### config.mk
export PLATFORM = sky130hd
export DESIGN_NAME = score_board
export DESIGN_NICKNAME = d
export VERILOG_FILES = /design/src/score_board/score_board.sv
export VERILOG_INCLUDE_DIRS = /design/src /design/src/common
export SDC_FILE = /design/constraint.sdc
export NUM_CORES = 1
export LEC_CHECK = 0
export BUFFER_PORTS_ARGS = -buffer_cell sky130_fd_sc_hd__buf_2
export CAP_MARGIN = 10
export CORE_ASPECT_RATIO = 0.75
export CORE_MARGIN = 1.5
export CORE_UTILIZATION = 60
export DETAILED_ROUTE_END_ITERATION = 10
export PLACE_DENSITY_LB_ADDON = 0.1
export SYNTH_ARGS = -nofsm -noshare
export SYNTH_HDL_FRONTEND = slang
export SYNTH_SLANG_ARGS = --single-unit
### constraint.sdc
create_clock -name clk_i -period 3.3 [get_ports clk_i]
set_input_delay 0 -clock clk_i [delete_from_list [all_inputs] [get_ports clk_i]]
set_output_delay 0 -clock clk_i [all_outputs]
set_load 0.005 [all_outputs]
### src/common/exec_defs.svh
/*
 * Width, depth and latency constants for the execute stage.
 * Included by the package and by every module that sizes logic from them.
 */
`ifndef EXEC_DEFS_SVH
`define EXEC_DEFS_SVH

`define EXEC_XLEN      64  // Operand and result width
`define EXEC_TAG_W     8   // Instruction tag width
`define EXEC_QDEPTH    4   // Issue queue entries, also the credit count

// Issue to unit output latency of the multi-cycle classes
`define EXEC_LAT_MULW  2
`define EXEC_LAT_MUL   3
`define EXEC_LAT_DIVW  16
`define EXEC_LAT_DIV   32

`endif
### src/score_board/score_board.sv
/*
 * Writeback slot reservation for the shared result port. Issue only
 * proceeds when the slot of its latency class is free, so unit outputs
 * never collide. Also tracks which of the two dividers is busy.
 */
`timescale 1ns/1ps
`include "exec_defs.svh"

module score_board (
    input  logic clk_i,
    input  logic rstn_i,
    input  logic kill_i,

    input  logic set_mulw_i,        // mulw issued this cycle
    input  logic set_mul_i,         // mul issued this cycle
    input  logic set_divw_i,        // divuw issued this cycle
    input  logic set_div_i,         // divu issued this cycle

    output logic ready_alu_o,       // Slot one cycle ahead is free
    output logic ready_mulw_o,
    output logic ready_mul_o,
    output logic ready_divw_o,
    output logic div_unit_sel_o,    // Divider that takes the next division
    output logic div_free_o         // At least one divider is idle
);

    // Bit k set in cycle c means a unit output is due in cycle c+k+1
    localparam int SLOT_W = `EXEC_LAT_DIV - 1;

    logic [SLOT_W-1:0]        wb_slot_q;
    logic [SLOT_W-1:0]        slot_set;
    logic [SLOT_W-1:0]        occ_set;
    logic [1:0][SLOT_W-1:0]   occ_q;                        // Per divider busy shifter
    logic [1:0]               div_free;

    always_comb begin
        slot_set = '0;
        slot_set[`EXEC_LAT_MULW-2] = set_mulw_i;            // Set at latency distance
        slot_set[`EXEC_LAT_MUL-2]  = set_mul_i;
        slot_set[`EXEC_LAT_DIVW-2] = set_divw_i;
        slot_set[`EXEC_LAT_DIV-2]  = set_div_i;
        occ_set = '0;
        occ_set[`EXEC_LAT_DIVW-2]  = set_divw_i;            // Busy until result cycle
        occ_set[`EXEC_LAT_DIV-2]   = set_div_i;
    end

    always_ff @(posedge clk_i or negedge rstn_i) begin
        if (!rstn_i) begin
            wb_slot_q <= '0;
            occ_q     <= '0;
        end else if (kill_i) begin
            wb_slot_q <= '0;                                // Nothing left in flight
            occ_q     <= '0;
        end else begin
            wb_slot_q <= (wb_slot_q >> 1) | slot_set;
            for (int u = 0; u < 2; u++) begin
                occ_q[u] <= occ_q[u] >> 1;
            end
            if (div_free[0]) begin
                occ_q[0] <= (occ_q[0] >> 1) | occ_set;      // Divider 0 first
            end else begin
                occ_q[1] <= (occ_q[1] >> 1) | occ_set;
            end
        end
    end

    assign div_free[0] = ~(|occ_q[0]);
    assign div_free[1] = ~(|occ_q[1]);

    // A class of latency L writes back in slot L-1 as seen this cycle
    assign ready_alu_o  = ~wb_slot_q[0];
    assign ready_mulw_o = ~wb_slot_q[`EXEC_LAT_MULW-1];
    assign ready_mul_o  = ~wb_slot_q[`EXEC_LAT_MUL-1];
    assign ready_divw_o = ~wb_slot_q[`EXEC_LAT_DIVW-1];

    // divu has the longest latency, so its slot can only be taken by itself
    // and one issue per cycle keeps that slot free; it needs a divider only
    assign div_unit_sel_o = ~div_free[0];
    assign div_free_o     = |div_free;

endmodule

==> metrics.md <==
| Metric | Value |
|---|---|
| Status | `complete, no violations` |
| Tmin final | `1.77 ns` |
| CTS Buf Count | `9` |
| Synthesized instance count | `228` |
| Reg clk slew, reported paths | `0.08 ns` |
| Largest family of logic cells by synthesized area | `simple AND/OR/NAND/NOR gates` |
| Initial Utilization | `63.2%` |
| Syn nets | `235` |
| CTS Sinks | `93` |
| Final setup TNS | `0 ns` |
| Post-route setup slack | `1.53 ns` |
| CTS Buffer Depth | `2` |
| Final hold violations | `0` |
| Cell Pwr Density | `568 nW/um2` |
| Final WL | `4960 um` |
| DP Cell Count | `292` |
| Worst slew pin tran | `0.566 ns` |
| CORE AREA | `4950 um2` |
| Worst r2r path cells | `5` |
| Worst Hold Endpoint | `occ_q[15]$_DFF_PN0_` |
| M1 WL | `2410 um` |
| Rows | `22` |
| Routed length on met3 | `154 um` |
| Final Core Density | `71.1%` |
| Final worst path period share | `53.6%` |
| Area leader, netlist | `dfrtp_1` |
| Reg-to-reg slack, setup | `1.84 ns` |
| Layout fillers | `325` |
| Clk_lat worst skew | `0.36 ns` |
| Hpwl dp | `2800 um` |
| Top post-synthesis cells by area | `dfrtp_1 (74%), nor2b_1 (16%), nor4_1 (2.8%)` |
| Initial drt markers | `158` |
| DR DRC count | `0` |
| Min-Delay Path Class | `input pin to register` |
| Clk_skew | `0.00552 ns` |
| CP Capture Type | `output pin` |
| Worst R2R Start | `occ_q[13]$_DFF_PN0_` |
| Largest net degree at the start of global routing | `94` |
| Pre-CTS WS | `1.86 ns` |
| Fin nets | `256` |
| Die Area | `5670 um2` |
| Area share of and/or/nand/nor cells after synthesis | `22.9%` |
| Count of pins over their slew limit | `0` |
| Detail Route Antenna Nets | `0` |
| Share of cells above drive strength 1 | `12.6%` |
| Setup Buffers After CTS | `0` |
| Buffers on Ports | `12` |
| CTS tree | `done` |
| Routability cong. | `0.758` |
| Die Height | `65.6 um` |
| DRT Pass-1 Iters | `4` |
| Top Metal Used | `met4` |
| Non-Filler Instances | `314` |
| Vias in the first global route | `1665` |
| Hold Crit Start | `kill_i` |
| # IOs | `13` |
| Mean Syn Cell Area | `13.7 um2` |
| Root buf cell | `clkbuf_8` |
| Yosys warning total | `0` |
| Synth cell types | `16` |
| RR Endpoint | `occ_q[45]$_DFF_PN0_` |
| Initial antenna violation count | `0` |
| Top-area cell type share of the netlist area | `74.3%` |
| Top_reg_cell synth | `dfrtp_1` |
| Maxcap violations | `0` |
| Vias post-DR | `1628` |
| Post-synthesis sequential area ratio | `74.3%` |
| Overflow left after global routing | `0` |
| H-tree levels | `3` |
| Layout area overhead | `12.4%` |
| Seq cells post-synth | `93` |
| Worst path required time | `3.30 ns` |
| Total GRT Usage | `20.6%` |
| Post-synthesis xor/xnor area fraction | `0%` |
| Async set-reset flop share out of synthesis | `100%` |
| Final-report setup violation count | `0` |
| Relative slew margins | `62.3%` |
| Diode count | `0` |
| Vias per cell | `5.18` |
| Crit path DAT | `1.77 ns` |
| Fmax | `565 MHz` |
| LEAKAGE | `1.78 nW` |
| CP Class | `register to output pin` |
| Synth Area in Compound Gates | `0.719%` |
| Element type at the critical path start | `register` |
| WL met2 | `2310 um` |
| Adder-cell share of the synthesized area | `0%` |
| Hold depth | `2` |
| RSZ-0062 raised after global routing | `false` |
| Die W | `86.4 um` |
| First-pass GRT wire length | `8380 um` |
| Post-Syn Area | `3130 um2` |
| Max VDD drop | `0.369 mV` |
| Post-synth EDFFs | `0` |
| Routed len/inst | `15.8 um` |
| Crit Path Max Fanout | `4` |
| Mux share of post-synthesis cell area | `0%` |
[metal layers]
| layer | track usage [%] | up-vias |
|---|---|---|
| met1 | 28.8 | 829 |
| met2 | 30.2 | 24 |
| met5 | 0 | - |
| met4 | 8.47 | 0 |
| met3 | 6.78 | 12 |
| li1 | - | 763 |
[final cells by class]
type / count / area (um2) / share of cell area, %
inverter: 6 / 22.5 / 0.640
sequential: 93 / 2330 / 66.1
tap: 60 / 75.1 / 2.13
timing repair buffer: 20 / 155 / 4.41
multi-input combinational: 119 / 739 / 21.0
clock buffer: 11 / 141 / 4.02
clock inverter: 5 / 60.1 / 1.71
[synth_stat cells, types with 2 or more instances]
| library cell | n |
|---|---|
| a22o_1 | 2 |
| and2_1 | 2 |
| and2b_1 | 7 |
| clkbuf_1 | 8 |
| dfrtp_1 | 93 |
| inv_1 | 5 |
| nand4_1 | 4 |
| nor2_1 | 6 |
| nor2b_1 | 80 |
| nor3_1 | 2 |
| nor4_1 | 14 |
[how the worst max path moves through the flow]
stage,endpoint,cells after the start,startpoint
6_report,div_free_o,6,occ_q[13]$_DFF_PN0_
3_3_place_gp,occ_q[45]$_DFF_PN0_,5,occ_q[13]$_DFF_PN0_
5_1_grt,div_free_o,6,occ_q[13]$_DFF_PN0_
2_1_floorplan,occ_q[45]$_DFF_PN0_,5,occ_q[6]$_DFF_PN0_
3_5_place_dp,occ_q[45]$_DFF_PN0_,5,occ_q[13]$_DFF_PN0_
4_1_cts,div_free_o,6,occ_q[13]$_DFF_PN0_
[critical path, stage by stage, from the launching register on]
cell and delay [ns]:
dfrtp_1 0.39, nor4_1 0.36, nand4_1 0.18, nor2_2 0.20, inv_2 0.06, o21ai_0 0.09, buf_2 0.15
[placed cells by master (no fill, tap or decap), drive strengths merged]
cell         Yosys  routed
a22o             2       2
and2             2       2
and2b            7       7
buf              2      15
bufinv           0       1
clkbuf           8      11
clkinvlp         0       4
dfrtp           93      93
dlygate4sd3      0       5
inv              6       6
nand4            4       4
nor2             7       7
nor2b           80      80
nor3             2       2
nor4            14      14
o21ai            1       1
[kinds of logic after synthesis]
family	Yosys count
flip-flops	93
AND/OR/NAND/NOR	116
buffers and inverters	16
AO/OA/AOI/OAI	3
[flip-flops by register name (all words and copies together) (netlist names)]
name       cells
occ_q         62
wb_slot_q     31
[where the power goes]
part / internal [mW] / leakage (nW) / total [mW] / switching (mW)
logic: 0.0358 / 0.400 / 0.0969 / 0.0611
registers: 1.15 / 1.29 / 1.16 / 0.00670
clock network: 0.370 / 0.0878 / 0.744 / 0.374
total: 1.56 / 1.78 / 2.00 / 0.442
[timing repair]
| action | in CTS | in global routing |
|---|---|---|
| hold buffers | 5 | 0 |
| endpoints found under the hold margin | 97 | 0 |
| resized for setup | 0 | 0 |
[per-stage QoR]
stage	cell area (um2)	total power, mW	hold WS [ns]
6_report	3520	2.00	0.119
5_1_grt	3520	2.08	0.141
4_1_cts	3490	2.02	0.104
3_5_place_dp	3240	1.27	0.234
3_3_place_gp	3240	1.27	0.217
2_1_floorplan	3130	1.23	-0.296
Power figures use the tool's default switching activity.
