File: src/common/exec_defs.svh
/*
 * Width, depth and latency constants for the execute stage.
 * Included by the package and by every module that sizes logic from them.
 */
`ifndef EXEC_DEFS_SVH
`define EXEC_DEFS_SVH

`define EXEC_XLEN      64  // Operand and result width
`define EXEC_TAG_W     8   // Instruction tag width
`define EXEC_QDEPTH    4   // Issue queue entries, also the credit count

// Issue to unit output latency of the multi-cycle classes
`define EXEC_LAT_MULW  2
`define EXEC_LAT_MUL   3
`define EXEC_LAT_DIVW  16
`define EXEC_LAT_DIV   32

`endif
File: src/common/exec_pkg.sv
/*
 * Types shared by the execute stage: opcodes, divider states and the
 * request and result records passed between the units.
 */
`include "exec_defs.svh"

package exec_pkg;

    typedef enum logic [2:0] {
        op_add,     // One-cycle ALU class
        op_sub,
        op_and,
        op_xor,
        op_mulw,    // Low 32 x low 32, zero extended
        op_mul,     // Low 64 bits of the full product
        op_divuw,   // Unsigned 32-bit quotient
        op_divu     // Unsigned 64-bit quotient
    } exec_op_e;

    typedef enum logic {
        div_idle,
        div_busy
    } div_state_e;

    typedef struct packed {
        exec_op_e                op;
        logic [`EXEC_TAG_W-1:0]  tag;
        logic [`EXEC_XLEN-1:0]   src_a;
        logic [`EXEC_XLEN-1:0]   src_b;
    } exec_req_t;

    typedef struct packed {
        logic                    valid;
        logic [`EXEC_TAG_W-1:0]  tag;
        logic [`EXEC_XLEN-1:0]   data;
    } exec_res_t;

endpackage

File: src/hdl/writeback_merge.sv
/*
 * Single writeback port. The scoreboard allows at most one valid source
 * per cycle, so the gated sources are ORed and registered.
 */
`timescale 1ns/1ps
`include "exec_defs.svh"

module writeback_merge (
    input  logic                 clk_i,
    input  logic                 rstn_i,
    input  logic                 kill_i,
    input  exec_pkg::exec_res_t  alu_res_i,
    input  exec_pkg::exec_res_t  mul_res_i,
    input  exec_pkg::exec_res_t  div0_res_i,
    input  exec_pkg::exec_res_t  div1_res_i,
    output exec_pkg::exec_res_t  res_o
);

    import exec_pkg::*;

    exec_res_t               merged;
    logic                    valid_q;
    logic [`EXEC_TAG_W-1:0]  tag_q;
    logic [`EXEC_XLEN-1:0]   data_q;

    // Idle sources may hold stale payload
    function automatic exec_res_t gate(input exec_res_t r);
        return r.valid ? r : '0;
    endfunction

    assign merged = gate(alu_res_i) | gate(mul_res_i) | gate(div0_res_i) | gate(div1_res_i);

    always_ff @(posedge clk_i or negedge rstn_i) begin
        if (!rstn_i) begin
            valid_q <= 1'b0;
        end else if (kill_i) begin
            valid_q <= 1'b0;                                // Drop the result in flight
        end else begin
            valid_q <= merged.valid;
        end
    end

    always_ff @(posedge clk_i) begin
        if (merged.valid) begin
            tag_q  <= merged.tag;
            data_q <= merged.data;
        end
    end

    assign res_o = '{valid: valid_q, tag: tag_q, data: data_q};

endmodule

File: config.mk
export PLATFORM = sky130hd
export DESIGN_NAME = writeback_merge
export DESIGN_NICKNAME = d
export VERILOG_FILES = /design/src/common/exec_pkg.sv /design/src/hdl/writeback_merge.sv
export VERILOG_INCLUDE_DIRS = /design/src /design/src/common
export SDC_FILE = /design/constraint.sdc
export NUM_CORES = 1
export LEC_CHECK = 0
export ABC_CLOCK_PERIOD_IN_PS = 940
export CORE_AREA = 2 2 144 146
export CTS_BUF_LIST = sky130_fd_sc_hd__clkbuf_4
export CTS_CLUSTER_DIAMETER = 100
export DETAILED_ROUTE_END_ITERATION = 10
export DIE_AREA = 0 0 146 148
export DONT_BUFFER_PORTS = 1
export PLACE_DENSITY = 0.3
export SETUP_SLACK_MARGIN = 0.05
export SYNTH_ARGS = -nofsm -noshare
export SYNTH_HDL_FRONTEND = slang
export SYNTH_SLANG_ARGS = --single-unit
File: constraint.sdc
create_clock -name clk_i -period 0.94 [get_ports clk_i]
set_input_delay 0.141 -clock clk_i [delete_from_list [all_inputs] [get_ports clk_i]]
set_output_delay 0.141 -clock clk_i [all_outputs]
set_load 0.01 [all_outputs]
==> run metrics, run 1 <==
PortBufs=0; H-tree lvl count=3; Die Ht=148 µm; Seq cells post-synth=73; DP HPWL=8.81 mm; Synth Instances=324; Netlist Area Pre-Place=3700 µm²; yosys warns=0; clk buf depth=2; syn avg cell area=11.4 µm²; GPL Wtd Cong=0.666; share of the yosys chip area belonging to registers=59.1%; status=aborted with a tool error; FP Rows=52; First Err=[ERROR RSZ-0060] Max buffer count reached.; root buf cell=clkbuf_4; DP Cell Count=563; post-synthesis cell type count=11; I/O pin cnt=368; CTS buffer count=9; post-CTS setup buffer count=0; hold_buf cts=117; initial core utilization=18.5%; Stopped at=clock tree synthesis; clock sink count=73; cts repair resizes=0; syn nets=619; die width=146 µm
cell usage after synthesis:
| library cell | number | area share [%] |
|---|---|---|
| a22oi_1 | 144 | 29 |
| buf_1 | 13 | 1.3 |
| buf_2 | 3 | 0.41 |
| buf_4 | 1 | 0.20 |
| buf_6 | 1 | 0.30 |
| clkbuf_1 | 15 | 1.5 |
| dfrtp_1 | 1 | 0.68 |
| edfxtp_1 | 72 | 58 |
| nand2_1 | 72 | 7.3 |
| nor2b_4 | 1 | 0.37 |
| or4_4 | 1 | 0.30 |
metrics by stage:
| stage | worst slack [ns] | instance area [µm²] |
|---|---|---|
| floorplan | -0.531 | 4000 |
| global placement | -0.278 | 4010 |
| detailed placement | -0.283 | 4010 |
cell families after synthesis:
logic type / Yosys count / synth area share, %
AO/OA/AOI/OAI: 144 / 29.2
AND/OR/NAND/NOR: 74 / 7.98
flip-flops: 73 / 59.1
buffers and inverters: 33 / 3.75
==> run 2, diff against run 1 <==
Settings changed: CORE_AREA 2 2 144 146 to 2 2 142 144, CTS_BUF_LIST sky130_fd_sc_hd__clkbuf_4 to unset, CTS_CLUSTER_DIAMETER 100 to unset, DIE_AREA 0 0 146 148 to 0 0 144 146, PLACE_DENSITY 0.3 to unset, PLACE_DENSITY_LB_ADDON set to 0.15, SETUP_SLACK_MARGIN 0.05 to unset.
==> run metrics, run 2 <==
status=finished with violations (was aborted with a tool error); failing checks=negative setup slack; most frequent cells in the layout=143 x a22oi_1, 97 x dlygate4sd3_1, 72 x nand2_1, 72 x edfxtp_1, 9 x clkbuf_16; critical path fanouts, max=1; worst-margin pin slew=0.239 ns; Iteration-0 DRC Markers=191; initial antenna violation count=0; Crit path required time=0.80 ns; post-synth top area share=58.4% (unchanged); Fmax achieved=1020 MHz; syn avg cell area=11.4 µm² (unchanged); aggregate global-route resource usage=12.7%; Commonest cells post-synth=144 x a22oi_1, 72 x edfxtp_1, 72 x nand2_1 (unchanged); final hold vios=0; die width=144 µm (was 146 µm); unrepaired setup endpoints after global routing=true; max reg flops=64; Area after DPL=3940 µm² (was 4010 µm²); LEAKAGE=1.88 nW; Peak supply drop=0.000733 V; largest family of logic cells by synthesized area=compound AO/OA/AOI/OAI gates (unchanged); DP Cell Count=559 (was 563); largest net degree at the start of global routing=74; clock sink count=73 (unchanged); CTS buffer count=9 (unchanged); area grow syn2layout=41.9%; Post-Synth Simple-Gate Area=7.98% (unchanged); Post-synth ARST share=1.37% (unchanged); initial core utilization=19.1% (was 18.5%); routed wire length=13.9 mm; worst hold margin=0.0184 ns; FP Rows=51 (was 52); clk buf depth=2 (unchanged); most area-consuming cells after synthesis=edfxtp_1 58%, a22oi_1 29%, nand2_1 7.3% (unchanged); final setup violation count=32; type of origin of the critical path=register; PortBufs=0 (unchanged); Overall Power=0.00914 W; largest registers=data_q x64, tag_q x8, valid_q x1; vias in the first global route=3,584; Post-Layout Cell Count=672; Primary FF master, synth=edfxtp_1 (unchanged); commonest non-fill, non-tap cell in the layout=a22oi_1; CTS clk-pin slew, worst paths=0.06 ns; time the worst path needs with I/O delays and setup=0.977 ns; root buf cell=clkbuf_16 (was clkbuf_4); core area=19,300 µm²; MaxCap Viol Count=0; I/O pin cnt=368 (unchanged); Max-slew headroom=84.1%; HP Class=primary input to register; CTS tree=yes; DP HPWL=9.37 mm (was 8.81 mm); Die Ht=146 µm (was 148 µm); Setup Crit Path Kind=register to output port; Avg WL per Cell=20.7 µm; share of the yosys chip area belonging to registers=59.1% (unchanged); n_diodes=0; PD cells=1740 nW/µm²; Netlist Area Pre-Place=3700 µm² (unchanged); Seq cells post-synth=73 (unchanged); syn nets=619 (unchanged); via count of the routed design=3,322; Post-Synth XOR/XNOR Area=0% (unchanged); Pre-antenna DRT Iters=4; fin area=5250 µm²; share of layout cells above drive strength 1=4.67%; post-synthesis mux area share=0% (unchanged); fin nets=697; Final period util=104%; Post-synth EDFFs=72 (unchanged); post-CTS setup buffer count=0 (unchanged); fillcell total=1,998; Crit path arrival time=0.84 ns; Setup WS post-layout=-0.0371 ns; most numerous cell in the Yosys netlist=a22oi_1 (unchanged); Placement Setup Slack=-0.273 ns (was -0.283 ns); Synth Area in Adders=0% (unchanged); hold path cells=2; Synth Area in Compound Gates=29.2% (unchanged); DIE AREA=21,000 µm²; post-synthesis cell type count=11 (unchanged); grt total ovfl=0; Top reg by flops=data_q; Setup crit end kind=output port; Vias per Instance=4.94; H-tree lvl count=3 (unchanged); # DRC=0; Synth Instances=324 (unchanged); first-pass GRT wire length=19.9 mm; yosys warns=0 (unchanged); post-route ant nets=0; CP Depth=0; post-synth top area cell=edfxtp_1 (unchanged); GPL Wtd Cong=0.735 (was 0.666); Final Max Tran Viols=0
[run 2: cell counts after synthesis]
No cell type changed its count.
[run 2: metal layers]
metal,part of all wire [%],vias to the layer above,GRT usage (%)
met5,0,-,0
met4,3.1,0,6.13
met3,9.7,35,4.90
li1,-,1463,-
met2,54,282,24.1
met1,34,1542,11.5
[run 2: cell families (layout without fill, tap and decap cells)]
group | count (synthesis) | in the layout
AO/OA/AOI/OAI | 144 | 144
AND/OR/NAND/NOR | 74 | 74
flip-flops | 73 | 73
buffers and inverters | 33 | 116
[run 2: timing repair]
| action | CTS | global route |
|---|---|---|
| resized for setup | 0 | 1 |
| setup endpoints to repair | 30 | 46 |
| hold endpoints to repair | 57 | 1 |
| hold buffers | 96 | 1 |
[run 2: report_power, final]
part | internal [W] | switching (W) | leakage [nW] | total (W)
Clock | 0.00258 | 0.00132 | 0.162 | 0.00390
Combinational | 0.000562 | 0.000315 | 1.01 | 0.000878
Sequential | 0.00400 | 0.000363 | 0.714 | 0.00436
[run 2: path summary, 6_finish.rpt]
check / start / endpoint
worst max-delay path: data_q[58] / res_o[58]
worst min-delay path: div1_res_i[36] / data_q[36]
max in group asynchronous: rstn_i / valid_q
min in group asynchronous: rstn_i / valid_q
[run 2: area by class of cell]
type | count | area, µm² | area share (%)
clock buffer | 10 | 229 | 4.36
clock inverter | 6 | 106 | 2.02
multi-input combinational | 218 | 1380 | 26.3
sequential | 73 | 2190 | 41.6
tap | 265 | 332 | 6.31
timing repair buffer | 100 | 1020 | 19.4
[run 2: metrics by stage]
stage / utilization [%] / setup TNS, ns
2_1_floorplan: - / -38.92
3_3_place_gp: 20.4 / -18.49
3_5_place_dp: 20.4 / -18.63
4_1_cts: 27.1 / -0.383
5_1_grt: 27.2 / -0.612
6_report: 27.2 / -0.206
Power figures use the tool's default switching activity.
==> run 3, diff against run 2 <==
Settings changed: SKIP_CTS_REPAIR_TIMING set to 1.
==> run metrics, run 3 (synthesized netlist as in run 2, its figures left out) <==
Iteration-0 DRC Markers=209 (was 191); worst-margin pin slew=0.240 ns (was 0.239 ns); Crit path arrival time=0.83 ns (was 0.84 ns); CTS clk-pin slew, worst paths=0.05 ns (was 0.06 ns); CTS buffer count=9 (unchanged); MaxCap Viol Count=0 (unchanged); CTS tree=yes (unchanged); PD cells=1970 nW/µm² (was 1740 nW/µm²); Post-Layout Cell Count=598 (was 672); Area after DPL=3940 µm² (unchanged); share of layout cells above drive strength 1=5.41% (was 4.67%); Setup crit end kind=output port (unchanged); Pre-antenna DRT Iters=4 (unchanged); I/O pin cnt=368 (unchanged); Hold Path Origin=mul_res_i[57] (was div1_res_i[36]); critical path fanouts, max=1 (unchanged); H-tree lvl count=3 (unchanged); type of origin of the critical path=register (unchanged); Final Util=23.3% (was 27.2%); post-route ant nets=0 (unchanged); largest net degree at the start of global routing=74 (unchanged); final hold vios=0 (unchanged); root buf cell=clkbuf_16 (unchanged); HP Class=primary input to register (unchanged); time the worst path needs with I/O delays and setup=0.971 ns (was 0.977 ns); fin area=4510 µm² (was 5250 µm²); Hold Path Sink=data_q[57] (was data_q[36]); die width=144 µm (unchanged); GPL Wtd Cong=0.735 (unchanged); fin nets=623 (was 697); largest registers=data_q x64, tag_q x8, valid_q x1 (unchanged); max reg flops=64 (unchanged); first-pass GRT wire length=17.5 mm (was 19.9 mm); Placement Setup Slack=-0.273 ns (unchanged); most frequent cells in the layout=144 x a22oi_1, 72 x nand2_1, 72 x edfxtp_1 (was 143 x a22oi_1, 97 x dlygate4sd3_1, 72 x nand2_1, 72 x edfxtp_1, 9 x clkbuf_16); Avg WL per Cell=22.0 µm (was 20.7 µm); unrepaired setup endpoints after global routing=true (unchanged); PortBufs=0 (unchanged); initial core utilization=19.1% (unchanged); FP Rows=51 (unchanged); Overall Power=0.00886 W (was 0.00914 W); status=finished with violations (unchanged); DP Cell Count=559 (unchanged); Final Max Tran Viols=0 (unchanged); clk buf depth=2 (unchanged); grt total ovfl=0 (unchanged); initial antenna violation count=0 (unchanged); LEAKAGE=1.57 nW (was 1.88 nW); Max-slew headroom=84.1% (about the same); Crit path required time=0.80 ns (about the same); aggregate global-route resource usage=11.5% (was 12.7%); hold path cells=2 (unchanged); Fmax achieved=1030 MHz (was 1020 MHz); core area=19,300 µm² (unchanged); routed wire length=13.2 mm (was 13.9 mm); Vias per Instance=5.04 (was 4.94); final setup violation count=3 (was 32); Peak supply drop=0.000728 V (was 0.000733 V); via count of the routed design=3,013 (was 3,322); clock sink count=73 (unchanged); commonest non-fill, non-tap cell in the layout=a22oi_1 (unchanged); n_diodes=0 (unchanged); fillcell total=2,068 (was 1,998); CP Depth=0 (unchanged); DIE AREA=21,000 µm² (unchanged); DP HPWL=9.37 mm (unchanged); Setup Crit Path Kind=register to output port (unchanged); failing checks=negative setup slack (unchanged); area grow syn2layout=21.8% (was 41.9%); Setup WS post-layout=-0.0314 ns (was -0.0371 ns); # DRC=0 (unchanged); Die Ht=146 µm (unchanged); Top reg by flops=data_q (unchanged); vias in the first global route=3,003 (was 3,584); Final period util=103% (was 104%)
run 3: changes by cell type in the layout (fill, tap and decap cells not counted):
cell,change
a22oi_1,+1
dlygate4sd3_1,-74
a22oi_2,-1
run 3: area by class of cell:
| cell class | count | area, µm² | share of cell area [%] |
|---|---|---|---|
| clock inverter | 6 | 106 | 2.36 |
| clock buffer | 10 | 229 | 5.08 |
| multi-input combinational | 218 | 1380 | 30.5 |
| sequential | 73 | 2190 | 48.5 |
| timing repair buffer | 26 | 278 | 6.16 |
| tap | 265 | 332 | 7.35 |
run 3: worst max path at each step:
stage                              start          to  slack [ns]
after detailed placement  div1_res_i[72]  data_q[55]       -0.27
final                         data_q[61]   res_o[61]       -0.03
after floorplan           div1_res_i[72]   data_q[0]       -0.53
after global placement    div1_res_i[72]  data_q[60]       -0.27
after global routing          data_q[61]   res_o[61]       -0.07
after CTS                     data_q[61]   res_o[61]       -0.07
run 3: where the power goes:
group | switching, W | total [W] | internal [W] | leakage [nW]
clock network | 0.00131 | 0.00389 | 0.00258 | 0.162
logic | 0.000254 | 0.000612 | 0.000358 | 0.696
registers | 0.000359 | 0.00436 | 0.00400 | 0.714
total | 0.00192 | 0.00886 | 0.00694 | 1.57
run 3: through the flow:
stage          hold slack [ns]  TNS [ns]
2_1_floorplan           -0.155    -38.92
3_3_place_gp            -0.155    -18.49
3_5_place_dp            -0.155    -18.63
4_1_cts                 -0.530    -0.383
5_1_grt               -0.00389    -0.592
6_report               0.00436   -0.0670
run 3: per-layer routing:
| metal | up-vias | global-route usage [%] | routed length (µm) |
|---|---|---|---|
| met1 | 1400 | 11.0 | 4580 |
| li1 | 1316 | - | - |
| met5 | - | 0 | 0 |
| met3 | 27 | 4.51 | 1360 |
| met4 | 0 | 6.23 | 456 |
| met2 | 270 | 20.8 | 6760 |
