$ cat src/common/exec_defs.svh
/*
 * Width, depth and latency constants for the execute stage.
 * Included by the package and by every module that sizes logic from them.
 */
`ifndef EXEC_DEFS_SVH
`define EXEC_DEFS_SVH

`define EXEC_XLEN      64  // Operand and result width
`define EXEC_TAG_W     8   // Instruction tag width
`define EXEC_QDEPTH    4   // Issue queue entries, also the credit count

// Issue to unit output latency of the multi-cycle classes
`define EXEC_LAT_MULW  2
`define EXEC_LAT_MUL   3
`define EXEC_LAT_DIVW  16
`define EXEC_LAT_DIV   32

`endif
$ cat src/common/exec_pkg.sv
/*
 * Types shared by the execute stage: opcodes, divider states and the
 * request and result records passed between the units.
 */
`include "exec_defs.svh"

package exec_pkg;

    typedef enum logic [2:0] {
        op_add,     // One-cycle ALU class
        op_sub,
        op_and,
        op_xor,
        op_mulw,    // Low 32 x low 32, zero extended
        op_mul,     // Low 64 bits of the full product
        op_divuw,   // Unsigned 32-bit quotient
        op_divu     // Unsigned 64-bit quotient
    } exec_op_e;

    typedef enum logic {
        div_idle,
        div_busy
    } div_state_e;

    typedef struct packed {
        exec_op_e                op;
        logic [`EXEC_TAG_W-1:0]  tag;
        logic [`EXEC_XLEN-1:0]   src_a;
        logic [`EXEC_XLEN-1:0]   src_b;
    } exec_req_t;

    typedef struct packed {
        logic                    valid;
        logic [`EXEC_TAG_W-1:0]  tag;
        logic [`EXEC_XLEN-1:0]   data;
    } exec_res_t;

endpackage

$ cat src/hdl/div_unit.sv
/*
 * Iterative unsigned radix-4 divider, two quotient bits per cycle.
 * divuw takes 16 steps and divu 32; the first step runs on the start edge.
 * A zero divisor returns all ones.
 */
`timescale 1ns/1ps
`include "exec_defs.svh"

module div_unit (
    input  logic                 clk_i,
    input  logic                 rstn_i,
    input  logic                 kill_i,
    input  logic                 start_i,
    input  exec_pkg::exec_req_t  req_i,
    output exec_pkg::exec_res_t  res_o
);

    import exec_pkg::*;

    localparam int W     = `EXEC_XLEN;
    localparam int CNT_W = $clog2(`EXEC_LAT_DIV);

    div_state_e              state_q;
    logic [CNT_W-1:0]        cnt_q;                         // Steps left after this one
    logic                    res_valid_q;
    logic [W-1:0]            rem_q, quo_q, dvs_q;
    logic [`EXEC_TAG_W-1:0]  tag_q;
    logic                    zero_q;
    logic                    is_w;
    logic [W-1:0]            dividend, divisor;

    // One radix-4 step, digit picked by comparing against d, 2d and 3d
    function automatic logic [2*W-1:0] div_step(input logic [W-1:0] rem,
                                                input logic [W-1:0] quo,
                                                input logic [W-1:0] dvs);
        logic [W+2:0] r4;
        logic [W+2:0] d1;
        logic [W+2:0] d2;
        logic [W+2:0] d3;
        logic [W+2:0] diff;
        logic [1:0]   digit;
        r4 = {1'b0, rem, quo[W-1 -: 2]};
        d1 = {3'b000, dvs};
        d2 = {2'b00, dvs, 1'b0};
        d3 = d1 + d2;
        if (r4 >= d3) begin
            digit = 2'd3;
            diff  = r4 - d3;
        end else if (r4 >= d2) begin
            digit = 2'd2;
            diff  = r4 - d2;
        end else if (r4 >= d1) begin
            digit = 2'd1;
            diff  = r4 - d1;
        end else begin
            digit = 2'd0;
            diff  = r4;
        end
        return {diff[W-1:0], quo[W-3:0], digit};
    endfunction

    assign is_w = (req_i.op == op_divuw);
    // Word dividend sits in the top half so its bits are consumed first
    assign dividend = is_w ? {req_i.src_a[W/2-1:0], {(W/2){1'b0}}} : req_i.src_a;
    assign divisor  = is_w ? {{(W/2){1'b0}}, req_i.src_b[W/2-1:0]} : req_i.src_b;

    always_ff @(posedge clk_i or negedge rstn_i) begin
        if (!rstn_i) begin
            state_q     <= div_idle;
            cnt_q       <= '0;
            res_valid_q <= 1'b0;
        end else if (kill_i) begin
            state_q     <= div_idle;
            cnt_q       <= '0;
            res_valid_q <= 1'b0;
        end else begin
            res_valid_q <= 1'b0;
            case (state_q)
                div_idle: if (start_i) begin
                    state_q <= div_busy;
                    cnt_q   <= is_w ? CNT_W'(`EXEC_LAT_DIVW - 1) : CNT_W'(`EXEC_LAT_DIV - 1);
                end
                div_busy: begin
                    cnt_q <= cnt_q - 1'b1;
                    if (cnt_q == CNT_W'(1)) begin           // Last step this edge
                        state_q     <= div_idle;
                        res_valid_q <= 1'b1;
                    end
                end
                default: state_q <= div_idle;
            endcase
        end
    end

    always_ff @(posedge clk_i) begin
        if (start_i && state_q == div_idle) begin
            {rem_q, quo_q} <= div_step('0, dividend, divisor);
            dvs_q          <= divisor;
            tag_q          <= req_i.tag;
            zero_q         <= (divisor == '0);
        end else if (state_q == div_busy) begin
            {rem_q, quo_q} <= div_step(rem_q, quo_q, dvs_q);
        end
    end

    assign res_o = '{valid: res_valid_q, tag: tag_q, data: zero_q ? {W{1'b1}} : quo_q};

endmodule

$ cat config.mk
export PLATFORM = sky130hd
export DESIGN_NAME = div_unit
export DESIGN_NICKNAME = d
export VERILOG_FILES = /design/src/common/exec_pkg.sv /design/src/hdl/div_unit.sv
export VERILOG_INCLUDE_DIRS = /design/src /design/src/common
export SDC_FILE = /design/constraint.sdc
export NUM_CORES = 1
export LEC_CHECK = 0
export ABC_AREA = 1
export BUFFER_PORTS_ARGS = -buffer_cell sky130_fd_sc_hd__buf_2
export CAP_MARGIN = 20
export CORE_MARGIN = 2
export CORE_UTILIZATION = 70
export CTS_CLUSTER_DIAMETER = 40
export DETAILED_ROUTE_END_ITERATION = 6
export PLACE_DENSITY = 0.94
export SYNTH_ARGS = -nofsm -noshare
export SYNTH_HDL_FRONTEND = slang
export SYNTH_SLANG_ARGS = --single-unit
export TNS_END_PERCENT = 100
$ cat constraint.sdc
create_clock -name clk_i -period 15.75 [get_ports clk_i]
set_input_delay 0.7875 -clock clk_i [delete_from_list [all_inputs] [get_ports clk_i]]
set_output_delay 0.7875 -clock clk_i [all_outputs]
set_load 0.02 [all_outputs]
==> results of run 1 <==
## Yosys cell counts, types with 5 or more instances
cell type                     n
sky130_fd_sc_hd__nand2_1   1897
sky130_fd_sc_hd__inv_1     1135
sky130_fd_sc_hd__nor2_1     746
sky130_fd_sc_hd__a21oi_1    508
sky130_fd_sc_hd__nand3_1    421
sky130_fd_sc_hd__o21ai_0    409
sky130_fd_sc_hd__ha_1       392
sky130_fd_sc_hd__edfxtp_1   201
sky130_fd_sc_hd__xor2_1     190
sky130_fd_sc_hd__xnor2_1     95
sky130_fd_sc_hd__a31oi_1     93
sky130_fd_sc_hd__nor3_1      75
sky130_fd_sc_hd__nand4_1     69
sky130_fd_sc_hd__clkbuf_1    65
sky130_fd_sc_hd__o21bai_1    38
sky130_fd_sc_hd__o22ai_1     36
sky130_fd_sc_hd__a21o_1      34
sky130_fd_sc_hd__o211ai_1    32
sky130_fd_sc_hd__buf_2       29
sky130_fd_sc_hd__nand3b_1    29
sky130_fd_sc_hd__nor4_1      27
sky130_fd_sc_hd__o21a_1      27
sky130_fd_sc_hd__nor2_2      23
sky130_fd_sc_hd__o21ai_1     16
sky130_fd_sc_hd__inv_2       15
sky130_fd_sc_hd__a21boi_0    12
sky130_fd_sc_hd__or2_2       11
sky130_fd_sc_hd__nand2_2     10
sky130_fd_sc_hd__a32o_1       9
sky130_fd_sc_hd__buf_1        9
sky130_fd_sc_hd__and3_1       8
sky130_fd_sc_hd__a211oi_1     7
sky130_fd_sc_hd__buf_6        7
sky130_fd_sc_hd__dfrtp_1      7
sky130_fd_sc_hd__fa_1         7
sky130_fd_sc_hd__a22oi_1      6
sky130_fd_sc_hd__nand3_2      5
sky130_fd_sc_hd__nor3_2       5
sky130_fd_sc_hd__o31ai_1      5
## kinds of logic after synthesis
logic type	after synthesis
AO/OA/AOI/OAI	1261
XOR/XNOR	285
adder cells (fa/ha/maj)	399
buffers and inverters	1264
flip-flops	208
multiplexers	1
AND/OR/NAND/NOR	3340
## metal layers
layer  global-route usage (%)  overflow
met5                     3.11         0
met3                     35.2         0
met2                     76.8         5
met1                     65.2         1
met4                     52.0         3
## metrics by stage
stage	setup WS [ns]	instance area (um^2)	instances
floorplan	10.77	39400	6758
global placement	9.17	41100	7629
detailed placement	8.98	41100	7629
CTS	8.96	42000	7677
==> flow_summary.json, run 1 <==
{
  "grt_remaining_overflow": 9,
  "synth_top_family_by_area": "simple AND/OR/NAND/NOR gates",
  "count_of_clock_tree_sinks": 208,
  "synth_compound_gate_area_share_pct": 17.8,
  "synthTopCellsByArea": "sky130_fd_sc_hd__nand2_1, sky130_fd_sc_hd__edfxtp_1, sky130_fd_sc_hd__ha_1",
  "number_of_global_route_vias_before_repair": 47600,
  "syn-cell-area_mm2": 0.0394,
  "synth_seq_cells": 208,
  "clock_tree.buffer_depth": 3,
  "last_stage_reached": "5_1_grt",
  "tritoncts_buffers": 26,
  "htreeDepth": 1,
  "run_status": "did not finish",
  "synth_enable_flop_cells": 201,
  "async_flop_share_pct": 3.37,
  "synthXorXnorAreaFrac_pct": 6.33,
  "design.portCount": 216,
  "yosys_most_used_dff": "sky130_fd_sc_hd__edfxtp_1",
  "buffer_ports.inserted": 215,
  "rows": 86,
  "yosys_warnings": 0,
  "synth_mux_area_share_pct": 0.0254,
  "postSynthAreaPerCell_um2": 5.83,
  "synth_top_cell_area_share_pct": 18.1,
  "cts.repair.resized": 0,
  "die_h_um": 241,
  "yosys.area.top_type": "sky130_fd_sc_hd__nand2_1",
  "error_line": "[ERROR GRT-0116] Global routing finished with congestion. Check the congestion regions in the DRC Viewer.",
  "overall_routing_resource_usage_pct": 58.5,
  "mappedNetlistNets": 7300,
  "globalplace.congestion": 1.30,
  "place.detailed.hpwl_mm": 128,
  "yosysSeqAreaShare_pct": 15.8,
  "cts.root.buffer_cell": "sky130_fd_sc_hd__clkbuf_16",
  "initial_core_util_pct": 71.2,
  "global_route_wire_length_before_repair_mm": 259,
  "post_cts_buffers": 0,
  "width_of_the_chip_um": 241,
  "synth.distinct_cells": 66,
  "synthSimpleGateAreaFrac_pct": 35.0,
  "holdBufCountCts": 0,
  "synthesis.instances": 6758,
  "largest_net_degree_at_the_start_of_global_routing": 241,
  "synthAdderAreaFrac_pct": 12.8
}
==> inputs of run 2 (changes only) <==
--- a/config.mk
+++ b/config.mk
@@ -10,10 +10,9 @@
 export BUFFER_PORTS_ARGS = -buffer_cell sky130_fd_sc_hd__buf_2
 export CAP_MARGIN = 20
 export CORE_MARGIN = 2
-export CORE_UTILIZATION = 70
-export CTS_CLUSTER_DIAMETER = 40
+export CORE_UTILIZATION = 40
 export DETAILED_ROUTE_END_ITERATION = 6
-export PLACE_DENSITY = 0.94
+export PLACE_DENSITY_LB_ADDON = 0.15
 export SYNTH_ARGS = -nofsm -noshare
 export SYNTH_HDL_FRONTEND = slang
 export SYNTH_SLANG_ARGS = --single-unit
==> flow_summary.json, run 2 <==
{
  "rsz0062_at_grt": "false",
  "syn2layout_area_growth_pct": 8.59,
  "worst_setup_hold_path_clk_slew_ns": 0.06,
  "initial_core_util_pct": 40.2,
  "post-route-drc-count": 0,
  "mappedNetlistNets": 7300,
  "critical_path_arrival_ns": 7.38,
  "hold_violations": 0,
  "core_region_area_mm2": 0.0980,
  "synthesis.instances": 6758,
  "yosys_warnings": 0,
  "holdCritPathClass": "primary input to register",
  "power_per_cell_area_mw_per_mm2": 171,
  "setup.worst_path.class": "register to register",
  "worst_reg_to_reg_setup_slack_ns": 8.73,
  "place.detailed.hpwl_mm": 171,
  "global_route_wire_length_before_repair_mm": 285,
  "worstPathRequired_ns": 16.11,
  "max-cap-violations": 0,
  "synth.most_common_cell": "sky130_fd_sc_hd__nand2_1",
  "overall_routing_resource_usage_pct": 38.0,
  "async_flop_share_pct": 3.37,
  "slowest_stage": "sky130_fd_sc_hd__buf_4",
  "slew_viol_final": 0,
  "crit_path_frequent_cell": "sky130_fd_sc_hd__nand2_1",
  "setup.worst_path.start": "dvs_q[2]$_DFFE_PP_",
  "globalplace.congestion": 1.05,
  "rows": 115,
  "yosys.area.top_type": "sky130_fd_sc_hd__nand2_1",
  "synth_top_cell_area_share_pct": 18.1,
  "yosysSeqAreaShare_pct": 15.8,
  "worst-slew-pin-transition_ns": 1.16,
  "r2r_start": "dvs_q[2]$_DFFE_PP_",
  "cts.repair.resized": 0,
  "buffer_ports.inserted": 215,
  "cp-end-kind": "register",
  "cts_tree": "done",
  "finalWorstPathRequiredPeriod_ns": 7.02,
  "run_status": "finished, final reports clean",
  "synth.top_cells.by_count": "sky130_fd_sc_hd__nand2_1, sky130_fd_sc_hd__inv_1, sky130_fd_sc_hd__nor2_1, sky130_fd_sc_hd__a21oi_1, sky130_fd_sc_hd__nand3_1",
  "synth_enable_flop_cells": 201,
  "timing.final.crit_share_pct": 44.6,
  "routedLengthMet1_mm": 82.7,
  "post_cts_buffers": 0,
  "timing.clock.skew_ns": 0.0323,
  "synthTopCellsByArea": "sky130_fd_sc_hd__nand2_1, sky130_fd_sc_hd__edfxtp_1, sky130_fd_sc_hd__ha_1",
  "residual_antenna_violating_net_count_after_detailed_routing": 0,
  "final_layout_size_suffix_gt1_share_pct": 5.36,
  "clk_latency_ns": 0.61,
  "width_of_the_chip_um": 318,
  "critical_path_peak_fanout": 59,
  "syn-cell-area_mm2": 0.0394,
  "finalSetupViolations": 0,
  "detailroute.via_count": 46000,
  "final_core_utilization_pct": 43.7,
  "crit_path_end": "rem_q[35]$_DFFE_PP_",
  "standby_leakage_power_uw": 0.0212,
  "final_cell_mix": "sky130_fd_sc_hd__nand2_1, sky130_fd_sc_hd__inv_1, sky130_fd_sc_hd__nor2_1, sky130_fd_sc_hd__a21oi_1, sky130_fd_sc_hd__nand3_1",
  "antenna_found_initial": 2,
  "die_area_mm2": 0.101,
  "number_of_global_route_vias_before_repair": 44200,
  "startpoint_type": "register",
  "maxUsedRoutingLayer": "met4",
  "tritoncts_buffers": 27,
  "clock_tree.buffer_depth": 3,
  "worst_slew_margin_rel_pct": 22.0,
  "maximum_ir_drop_on_the_vdd_rail_uv": 123,
  "wl_mm": 199,
  "layout.cells.most_common": "sky130_fd_sc_hd__nand2_1",
  "postSynthAreaPerCell_um2": 5.83,
  "yosys_most_used_dff": "sky130_fd_sc_hd__edfxtp_1",
  "holdBufCountCts": 1,
  "met3WireLength_mm": 13.1,
  "largest_net_degree_at_the_start_of_global_routing": 95,
  "ff2ff_path_depth": 32,
  "htreeDepth": 1,
  "synth_seq_cells": 208,
  "cts.root.buffer_cell": "sky130_fd_sc_hd__clkbuf_16",
  "wl_met2_mm": 89.4,
  "routed_vias_inst": 5.59,
  "setup_total_negative_slack_ns": 0,
  "r2r_end": "rem_q[35]$_DFFE_PP_",
  "drt_pass1_iterations": 6,
  "die_h_um": 318,
  "design.portCount": 216,
  "grt_remaining_overflow": 0,
  "count_of_clock_tree_sinks": 208,
  "maxClockFrequency_mhz": 142,
  "nets": 7463,
  "wl_per_cell_um": 24.2,
  "detail_route.iter0.violations": 4851,
  "critical_path.max_stage_delay_ns": 0.61,
  "synth.distinct_cells": 66
}
[run 2: cell counts after synthesis]
No cell type changed its count.
[run 2: per-layer routing]
layer	vias up	GRT usage, %
met5	-	0
met4	0	23.1
met3	397	3.39
met2	1922	62.5
met1	21400	48.2
li1	22400	-
[run 2: through the flow]
step,std cells,area (um^2),power (uW),hold slack [ns],setup slack (ns)
detailed placement,8178,41900,6430,0.510,8.82
finish,8232,42800,7310,0.371,8.73
CTS,8229,42800,7120,0.343,8.83
floorplan,6758,39400,4510,0.475,10.77
global route,8231,42800,7790,0.357,8.24
global placement,8176,41900,6470,0.503,8.86
[run 2: kinds of logic (layout without fill, tap and decap cells)]
logic type,after synthesis,count (layout),share of synthesized area [%]
buffers and inverters,1264,1448,12.3
AND/OR/NAND/NOR,3340,3340,35.0
XOR/XNOR,285,285,6.33
other,0,3,0
multiplexers,1,1,0.0254
AO/OA/AOI/OAI,1261,1261,17.8
flip-flops,208,208,15.8
adder cells (fa/ha/maj),399,399,12.8
[run 2: cell type report]
type,instances,area (um^2)
repair buffers,246,1330
well taps,1287,1610
fillers,11000,55200
clock inverters,21,231
diodes,3,7.51
flip-flops and latches,208,6210
multi-input cells,5286,28400
inverters,1152,4330
clock buffers,29,683
[run 2: worst min path at each step]
stage | slack (ns) | end | startpoint | depth (start not counted)
4_1_cts | 0.34 | tag_q[0]$_DFFE_PP_ | req_i[128] | 1
6_report | 0.37 | tag_q[6]$_DFFE_PP_ | req_i[134] | 1
5_1_grt | 0.36 | tag_q[3]$_DFFE_PP_ | req_i[131] | 1
3_5_place_dp | 0.51 | cnt_q[0]$_DFFE_PN0P_ | cnt_q[0]$_DFFE_PN0P_ | 1
3_3_place_gp | 0.50 | cnt_q[0]$_DFFE_PN0P_ | cnt_q[0]$_DFFE_PN0P_ | 1
2_1_floorplan | 0.48 | cnt_q[0]$_DFFE_PN0P_ | cnt_q[0]$_DFFE_PN0P_ | 1
[run 2: worst max-delay path: cells and delay by family, from the launching register on]
kind	cells	cell delay (ns)
AO/OA/AOI/OAI	11	2.64
flip-flops	1	0.47
adder cells (fa/ha/maj)	2	0.77
buffers and inverters	5	1.03
AND/OR/NAND/NOR	14	1.76
[run 2: power by group]
part / internal (uW) / switching [uW]
clock: 371 / 289
sequential: 807 / 270
combinational: 1670 / 3900
(Power assumes the default switching activity.)
