$ cat config.mk
export PLATFORM = sky130hd
export DESIGN_NAME = issue_stage
export DESIGN_NICKNAME = d
export VERILOG_FILES = /design/src/common/exec_pkg.sv /design/src/hdl/issue_stage.sv
export VERILOG_INCLUDE_DIRS = /design/src /design/src/common
export SDC_FILE = /design/constraint.sdc
export NUM_CORES = 1
export LEC_CHECK = 0
export CORE_ASPECT_RATIO = 2
export CORE_MARGIN = 2
export CORE_UTILIZATION = 44
export CTS_CLUSTER_SIZE = 40
export DETAILED_ROUTE_END_ITERATION = 10
export DONT_BUFFER_PORTS = 1
export MAX_ROUTING_LAYER = met4
export PLACE_DENSITY = 0.67
export SYNTH_ARGS = -nofsm -noshare
export SYNTH_HDL_FRONTEND = slang
export SYNTH_SLANG_ARGS = --single-unit
export TNS_END_PERCENT = 1
$ cat constraint.sdc
create_clock -name clk_i -period 8.75 [get_ports clk_i]
set_input_delay 0.4375 -clock clk_i [delete_from_list [all_inputs] [get_ports clk_i]]
set_output_delay 0.4375 -clock clk_i [all_outputs]
set_load 0.01 [all_outputs]
$ cat src/common/exec_defs.svh
/*
 * Width, depth and latency constants for the execute stage.
 * Included by the package and by every module that sizes logic from them.
 */
`ifndef EXEC_DEFS_SVH
`define EXEC_DEFS_SVH

`define EXEC_XLEN      64  // Operand and result width
`define EXEC_TAG_W     8   // Instruction tag width
`define EXEC_QDEPTH    4   // Issue queue entries, also the credit count

// Issue to unit output latency of the multi-cycle classes
`define EXEC_LAT_MULW  2
`define EXEC_LAT_MUL   3
`define EXEC_LAT_DIVW  16
`define EXEC_LAT_DIV   32

`endif
$ cat src/common/exec_pkg.sv
/*
 * Types shared by the execute stage: opcodes, divider states and the
 * request and result records passed between the units.
 */
`include "exec_defs.svh"

package exec_pkg;

    typedef enum logic [2:0] {
        op_add,     // One-cycle ALU class
        op_sub,
        op_and,
        op_xor,
        op_mulw,    // Low 32 x low 32, zero extended
        op_mul,     // Low 64 bits of the full product
        op_divuw,   // Unsigned 32-bit quotient
        op_divu     // Unsigned 64-bit quotient
    } exec_op_e;

    typedef enum logic {
        div_idle,
        div_busy
    } div_state_e;

    typedef struct packed {
        exec_op_e                op;
        logic [`EXEC_TAG_W-1:0]  tag;
        logic [`EXEC_XLEN-1:0]   src_a;
        logic [`EXEC_XLEN-1:0]   src_b;
    } exec_req_t;

    typedef struct packed {
        logic                    valid;
        logic [`EXEC_TAG_W-1:0]  tag;
        logic [`EXEC_XLEN-1:0]   data;
    } exec_res_t;

endpackage

$ cat src/hdl/issue_stage.sv
/*
 * Credit managed in-order issue queue. The head is sent to its unit once
 * the scoreboard reports its writeback slot free; ALU ops are computed
 * here into a result register.
 */
`timescale 1ns/1ps
`include "exec_defs.svh"

module issue_stage (
    input  logic                 clk_i,
    input  logic                 rstn_i,
    input  logic                 kill_i,
    input  logic                 req_valid_i,
    input  exec_pkg::exec_req_t  req_i,
    output logic                 credit_o,          // One pulse per issued entry

    output logic                 set_mulw_o,
    output logic                 set_mul_o,
    output logic                 set_divw_o,
    output logic                 set_div_o,
    input  logic                 ready_alu_i,
    input  logic                 ready_mulw_i,
    input  logic                 ready_mul_i,
    input  logic                 ready_divw_i,
    input  logic                 div_unit_sel_i,
    input  logic                 div_free_i,

    output exec_pkg::exec_req_t  mul_req_o,
    output exec_pkg::exec_req_t  div0_req_o,
    output exec_pkg::exec_req_t  div1_req_o,
    output logic                 mul_start_o,
    output logic                 div0_start_o,
    output logic                 div1_start_o,
    output exec_pkg::exec_res_t  alu_res_o
);

    import exec_pkg::*;

    localparam int PTR_W = $clog2(`EXEC_QDEPTH);            // Depth is a power of two

    exec_req_t                queue_q [`EXEC_QDEPTH];
    logic [PTR_W-1:0]         wr_ptr_q;
    logic [PTR_W-1:0]         rd_ptr_q;
    logic [PTR_W:0]           count_q;
    exec_req_t                head;
    logic                     head_valid;
    logic                     is_alu, is_mulw, is_mul, is_divw, is_div;
    logic                     class_ready;
    logic                     issue;
    logic [`EXEC_XLEN-1:0]    alu_data;
    logic                     alu_valid_q;
    logic [`EXEC_TAG_W-1:0]   alu_tag_q;
    logic [`EXEC_XLEN-1:0]    alu_data_q;

    assign head       = queue_q[rd_ptr_q];
    assign head_valid = (count_q != '0);

    always_comb begin
        is_alu  = 1'b0;
        is_mulw = 1'b0;
        is_mul  = 1'b0;
        is_divw = 1'b0;
        is_div  = 1'b0;
        case (head.op)
            op_add, op_sub, op_and, op_xor: is_alu = 1'b1;
            op_mulw:  is_mulw = 1'b1;
            op_mul:   is_mul  = 1'b1;
            op_divuw: is_divw = 1'b1;
            op_divu:  is_div  = 1'b1;
            default:  is_alu  = 1'b0;
        endcase
    end

    // Divisions also need an idle divider
    assign class_ready = (is_alu  & ready_alu_i)
                       | (is_mulw & ready_mulw_i)
                       | (is_mul  & ready_mul_i)
                       | (is_divw & ready_divw_i & div_free_i)
                       | (is_div  & div_free_i);

    assign issue    = head_valid & class_ready & ~kill_i;
    assign credit_o = issue;

    assign set_mulw_o   = issue & is_mulw;
    assign set_mul_o    = issue & is_mul;
    assign set_divw_o   = issue & is_divw;
    assign set_div_o    = issue & is_div;
    assign mul_start_o  = issue & (is_mulw | is_mul);
    assign div0_start_o = issue & (is_divw | is_div) & ~div_unit_sel_i;
    assign div1_start_o = issue & (is_divw | is_div) & div_unit_sel_i;
    assign mul_req_o    = head;
    assign div0_req_o   = head;
    assign div1_req_o   = head;

    always_ff @(posedge clk_i or negedge rstn_i) begin
        if (!rstn_i) begin
            wr_ptr_q <= '0;
            rd_ptr_q <= '0;
            count_q  <= '0;
        end else if (kill_i) begin
            wr_ptr_q <= '0;                                 // Flush, credits not returned
            rd_ptr_q <= '0;
            count_q  <= '0;
        end else begin
            if (req_valid_i) wr_ptr_q <= wr_ptr_q + 1'b1;   // Credits rule out overflow
            if (issue)       rd_ptr_q <= rd_ptr_q + 1'b1;
            case ({req_valid_i, issue})
                2'b10:   count_q <= count_q + 1'b1;
                2'b01:   count_q <= count_q - 1'b1;
                default: count_q <= count_q;
            endcase
        end
    end

    always_ff @(posedge clk_i) begin
        if (req_valid_i && !kill_i) begin
            queue_q[wr_ptr_q] <= req_i;
        end
    end

    always_comb begin
        case (head.op)
            op_add:  alu_data = head.src_a + head.src_b;
            op_sub:  alu_data = head.src_a - head.src_b;
            op_and:  alu_data = head.src_a & head.src_b;
            op_xor:  alu_data = head.src_a ^ head.src_b;
            default: alu_data = '0;                         // Not an ALU op
        endcase
    end

    always_ff @(posedge clk_i or negedge rstn_i) begin
        if (!rstn_i) begin
            alu_valid_q <= 1'b0;
        end else if (kill_i) begin
            alu_valid_q <= 1'b0;
        end else begin
            alu_valid_q <= issue & is_alu;
        end
    end

    always_ff @(posedge clk_i) begin
        if (issue && is_alu) begin
            alu_tag_q  <= head.tag;
            alu_data_q <= alu_data;
        end
    end

    assign alu_res_o = '{valid: alu_valid_q, tag: alu_tag_q, data: alu_data_q};

endmodule

==> reports/metrics.yaml, run 1 <==
maxCapViolCount: 0
hold_violations: 0
yosys.cell_types.count: 78
overflow: 0
irDropWorstVdd_mv: 0.252
path_delay_family: "compound AO/OA/AOI/OAI gates"
antenna_found_initial: 5
synth_compound_area_frac: 0.0729
power_density_nw_per_um2: 329
post_synth.cell_area_avg_sq_um: 14.7
synth_top_family_by_area: "multiplexers"
ys.flop_type: "edfxtp_1"
io_buffers: 0
synth_warnings: 0
cts_buffers: 53
finalSetupTns_ns: 0
finalSetupViolations: 0
synthAdderAreaFrac: 0.0524
critPathBufInv: 2
dp_cells: 2780
stdcell_area_sq_um: 34300
coreArea_sq_um: 72700
drive_gt1_frac: 0.135
antenna_left: 0
min_from: "req_valid_i"
synth_seq_cells: 636
grt_max_degree: 61
dr.pass1.iters: 5
min_period_ns: 7.74
start_util: 0.444
fin_crit_sh: 0.885
final_nets: 2337
hold_class: "in -> reg"
holdPathStages: 3
ios: 647
cp.required_ns: 9.19
globalplace.congestion: 0.961
synthSimpleGateAreaFrac: 0.0506
cts.sinks: 636
synth_edf_count: 628
mostFrequentLayoutCell: "edfxtp_1"
dp_hpwl_microns: 73400
synth_fp_nets: 2482
r2r_slack_ns: 1.01
drtIter0Drc: 1112
ys_async_sr_fraction: 0.0126
dieArea_sq_um: 75600
max_stage_delay_ns: 0.81
synthXorXnorAreaFrac: 0.0331
mostFrequentLayoutCells: "edfxtp_1, dlygate4sd3_1, mux4_2"
area_growth_pct: 6.43
htreeDepth: 2
crit_fanout: 32
tightest_slew_ns: 1.05
critPathArrivalTime_ns: 8.18
place_area_sq_um: 31200
cts_tree: "yes"
die_y_microns: 387
vias: 18300
crit_path_cell_trace: "buf_12 > mux4_2 > nor4_1 > nand3_1 > or2_1 > inv_2 > nand2_1 > o21ai_0 > xor2_1 > ha_1 > a21oi_1 > o21ai_0 > o2111ai_1 > o211ai_1 > a31oi_1 > o221ai_1 > mux2i_1 > a211oi_1"
fillCellCount: 6148
endpoint_kind: "flop"
synth_mux_area_frac: 0.117
clock_path_buffers: 3
via_per_inst: 6.05
crit_type: "reg -> reg"
hold_path_end: "count_q[0]"
clk_pin_slew_worst_paths_ns: 0.08
fin_skew_ns: 0.0548
r2r_end: "alu_data_q[62]"
yosysSeqAreaShare: 0.591
maxSlewHeadroom: 0.296
detail_route.wl_per_cell_microns: 33.1
clkLatencyLatePin_ns: 0.66
hold_buffers: 142
wl_microns: 99900
drcViolationCount: 0
slew_viol_final: 0
power_leakage_uw: 0.0115
post_cts_buffers: 0
crit_top_cell: "o21ai_0"
syn_inst: 2199
syn_area_sq_um: 32300
cp_slowest_cell: "mux4_2"
root_buffer: "clkbuf_16"
reg2reg_from: "rd_ptr_q[0]"
rsz0062_at_grt: "no"
worst-r2r-cell-count: 18
cp-start-kind: "flop"
die_w_microns: 195
grt_pass1_wl_microns: 140000
whs_ns: 0.150
fmax_ghz: 0.129
grt_pass1_vias: 19300
track_usage: 0.270
cts_repair_resize_count: 0
rows: 140
finalNonFillerCells: 3022
outcome: "finished clean"
## worst max-delay path by stage
stage | from | endpoint | slack, ns | cells past startpoint
floorplan | rd_ptr_q[1] | alu_data_q[0] | 1.05 | 8
global placement | rd_ptr_q[0] | alu_data_q[58] | 1.18 | 18
detailed placement | rd_ptr_q[0] | alu_data_q[62] | 1.10 | 18
CTS | rd_ptr_q[0] | alu_data_q[62] | 1.03 | 18
global route | rd_ptr_q[0] | alu_data_q[62] | 0.66 | 19
finish | rd_ptr_q[0] | alu_data_q[62] | 1.01 | 18
## flip-flops by register name (all words and copies together), names as in the netlist
signal and cells:
rd_ptr_q 2, alu_tag_q 8, alu_valid_q 1, queue_q 556, alu_data_q 64, wr_ptr_q 2
count_q 3
## cells by family after synthesis
| family | after synthesis |
|---|---|
| adder cells (fa/ha/maj) | 134 |
| flip-flops | 636 |
| XOR/XNOR | 121 |
| AND/OR/NAND/NOR | 319 |
| multiplexers | 206 |
| buffers and inverters | 418 |
| AO/OA/AOI/OAI | 365 |
## synthesized netlist by cell type, drive strengths merged, types with 4 or more instances
cell,number,share of area
and4,4,0.0011
edfxtp,628,0.58
o21a,9,0.0021
mux2i,66,0.020
nand2,67,0.0078
buf,306,0.070
o221ai,4,0.0011
xor2,42,0.011
a21o,27,0.0063
ha,132,0.051
o31ai,12,0.0028
nor4,19,0.0049
and2,13,0.0025
nor2,95,0.011
nor3b,4,0.00093
nand4,24,0.0047
nand3b,4,0.00093
or4,5,0.0012
nand3,18,0.0028
a21oi,113,0.018
inv,38,0.0044
nor2b,5,0.00097
or3,9,0.0019
o22ai,28,0.0054
a211o,5,0.0014
o211ai,8,0.0019
o2111ai,6,0.0016
a211oi,36,0.0084
xnor2,79,0.022
o21bai,12,0.0028
o21ai,57,0.0088
or2,5,0.00097
clkbuf,72,0.0084
nand2b,16,0.0033
and3,8,0.0016
dfrtp,8,0.0062
nor3,21,0.0034
mux4,137,0.096
a31oi,17,0.0033
## tightest hold or removal path: stages
cell and delay, ns:
xor2_1 0.09, xor2_1 0.15, nor2_1 0.05
## per-layer routing
metal  GRT usage  routed length (microns)
met3      0.0605                     7040
met1       0.258                    32200
met5           -                        0
met4       0.138                     5780
met2       0.500                    54800
## cell type report
type	instances	area, sq um	share of cell area
diodes	3	7.51	0.000219
clock buffers	64	1370	0.0398
clock inverters	33	325	0.00948
inverters	40	150	0.00437
multi-input cells	1145	10600	0.307
flip-flops and latches	636	19100	0.555
well taps	923	1150	0.0336
repair buffers	178	1700	0.0496
## power breakdown
group | switching, uW | internal [uW]
combinational | 3530 | 1720
sequential | 126 | 3590
clock | 1110 | 1220
total | 4760 | 6530
## stage by stage
step / total power [uW] / utilization / setup WS, ns
2_1_floorplan: 7780 / - / 1.05
3_3_place_gp: 8940 / 0.429 / 1.18
3_5_place_dp: 8960 / 0.429 / 1.10
5_1_grt: 11900 / 0.472 / 0.664
4_1_cts: 11400 / 0.472 / 1.03
6_report: 11300 / 0.472 / 1.01
No activity file was read; power rests on OpenSTA's default activity.
==> inputs of run 2 (changes only) <==
--- a/config.mk
+++ b/config.mk
@@ -8,2 +8,3 @@
 export LEC_CHECK = 0
+export CAP_MARGIN = 20
 export CORE_ASPECT_RATIO = 2
--- a/constraint.sdc
+++ b/constraint.sdc
@@ -3,2 +3,2 @@
 set_output_delay 0.4375 -clock clk_i [all_outputs]
-set_load 0.01 [all_outputs]
+set_load 0.1 [all_outputs]
==> run 2 against run 1 <==
Wire length grew 4.4%. Critical endpoint is now alu_data_q[56]. Sequential cell count is the same. Critical path depth grew 1. Cell area grew 2.5%. Clock skew shrank 0.029 ns. Count of clock-buffer cells in the layout shrank 3. Via count grew 1.4%. Register-to-register slack lost 0.23 ns. Critical path type unchanged. Sequential share of layout area shrank 1.3 points. Worst hold slack lost 0.019 ns. Die area is the same. Setup slack lost 0.23 ns.
==> reports/metrics.yaml, run 2 (synthesis results as in run 1) <==
outcome: "finished clean"
clock_path_buffers: 3
cp.required_ns: 9.11
dieArea_sq_um: 75600
crit_fanout: 30
largest_reg_flops: 556
finalSetupTns_ns: 0
via_per_inst: 6.05
final_nets: 2375
coreArea_sq_um: 72700
crit_top_cell: "a21oi_1"
grt_max_degree: 57
multi_input_comb_area_sq_um: 10900
drive_gt1_frac: 0.157
max_stage_delay_ns: 1.15
fillCellCount: 6105
cp_slowest_cell: "mux4_4"
min_period_ns: 7.98
finalSetupViolations: 0
slew_viol_final: 0
mostFrequentLayoutCell: "edfxtp_1"
dp_hpwl_microns: 77100
tightest_slew_ns: 1.15
io_buffers: 0
vias: 18500
hold_class: "in -> reg"
detail_route.wl_per_cell_microns: 34.0
r2r_slack_ns: 0.77
antenna_left: 0
maxCapViolCount: 0
grt_pass1_vias: 19800
largest_registers: "queue_q: 556 flops, alu_data_q: 64 flops, alu_tag_q: 8 flops"
clkLatencyLatePin_ns: 0.66
cts_tree: "yes"
clk_pin_slew_worst_paths_ns: 0.07
drtIter0Drc: 1031
rows: 140
largest-register: "queue_q"
cts_buffers: 56
globalplace.congestion: 0.940
cp-start-kind: "flop"
fin_skew_ns: 0.0261
critPathArrivalTime_ns: 8.34
overflow: 0
grt_pass1_wl_microns: 146000
cts_repair_resize_count: 0
root_buffer: "clkbuf_16"
dr.pass1.iters: 6
start_util: 0.444
mostFrequentLayoutCells: "edfxtp_1, dlygate4sd3_1, mux4_4"
rsz0062_at_grt: "no"
maxSlewHeadroom: 0.233
area_growth_pct: 9.06
drcViolationCount: 0
die_w_microns: 195
fin_crit_sh: 0.912
track_usage: 0.282
path_delay_family: "compound AO/OA/AOI/OAI gates"
crit_path_cell_trace: "buf_4 > mux4_4 > nor4_1 > buf_4 > nand3b_1 > or2_1 > inv_2 > nand2_1 > o21ai_0 > xor2_1 > ha_1 > a21oi_1 > o21ai_0 > a21oi_1 > o2111ai_1 > o211ai_1 > a21oi_1 > o21a_1 > o32ai_1"
htreeDepth: 2
fmax_ghz: 0.125
hold_violations: 0
ios: 647
cts.sinks: 636
antenna_found_initial: 3
wl_microns: 104000
die_y_microns: 387
critPathBufInv: 3
endpoint_kind: "flop"
regArea_sq_um: 19100
crit_type: "reg -> reg"
run 2: layer usage:
layer / track usage / up-vias / part of all wire
met3: 0.0596 / 233 / 0.065
met1: 0.266 / 9403 / 0.32
li1: - / 8045 / -
met5: - / - / 0
met2: 0.523 / 843 / 0.55
met4: 0.164 / 0 / 0.066
run 2: repair_timing:
item                                   in CTS  in global routing
hold buffers                              142                  0
setup buffers                               0                  0
endpoints found under the hold margin     572                  0
run 2: through the flow:
step,util,setup slack (ns),hold WS [ns],std cells,cell area (sq um)
after floorplan,-,0.496,0.142,2199,32300
after global placement,0.438,0.803,0.142,2814,31900
after detailed placement,0.438,0.774,0.142,2815,31900
after CTS,0.484,0.743,0.0920,3061,35200
after global routing,0.484,0.404,0.134,3063,35200
final,0.484,0.771,0.131,3064,35200
run 2: worst register-to-register path, stage by stage (launching register included):
cell,delay (ns)
dfrtp_4,0.84
buf_4,0.45
mux4_4,1.15
nor4_1,0.79
buf_4,0.26
nand3b_1,0.17
or2_1,0.45
inv_2,0.11
nand2_1,0.18
o21ai_0,0.28
xor2_1,0.19
ha_1,0.41
a21oi_1,0.33
o21ai_0,0.17
a21oi_1,0.24
o2111ai_1,0.20
o211ai_1,0.50
a21oi_1,0.24
o21a_1,0.21
o32ai_1,0.54
run 2: final timing paths:
kind | startpoint | to | cells after the start
min in group asynchronous | rstn_i | alu_valid_q | 1
max reg2reg | rd_ptr_q[0] | alu_data_q[56] | 19
min reg2reg | count_q[2] | count_q[2] | 2
max in group asynchronous | rstn_i | rd_ptr_q[1] | 1
max | rd_ptr_q[0] | alu_data_q[56] | 19
min | req_valid_i | count_q[1] | 3
run 2: layout make-up:
class	instances	share of cell area
repair buffers	213	0.0569
well taps	923	0.0328
flip-flops and latches	636	0.542
clock inverters	43	0.0129
multi-input cells	1145	0.310
diodes	3	0.000213
inverters	40	0.00437
clock buffers	61	0.0404
Power of run 2 is left out: the tool's default activity adds up to more than one toggle a clock period on the data nets, which glitch-free logic cannot reach.
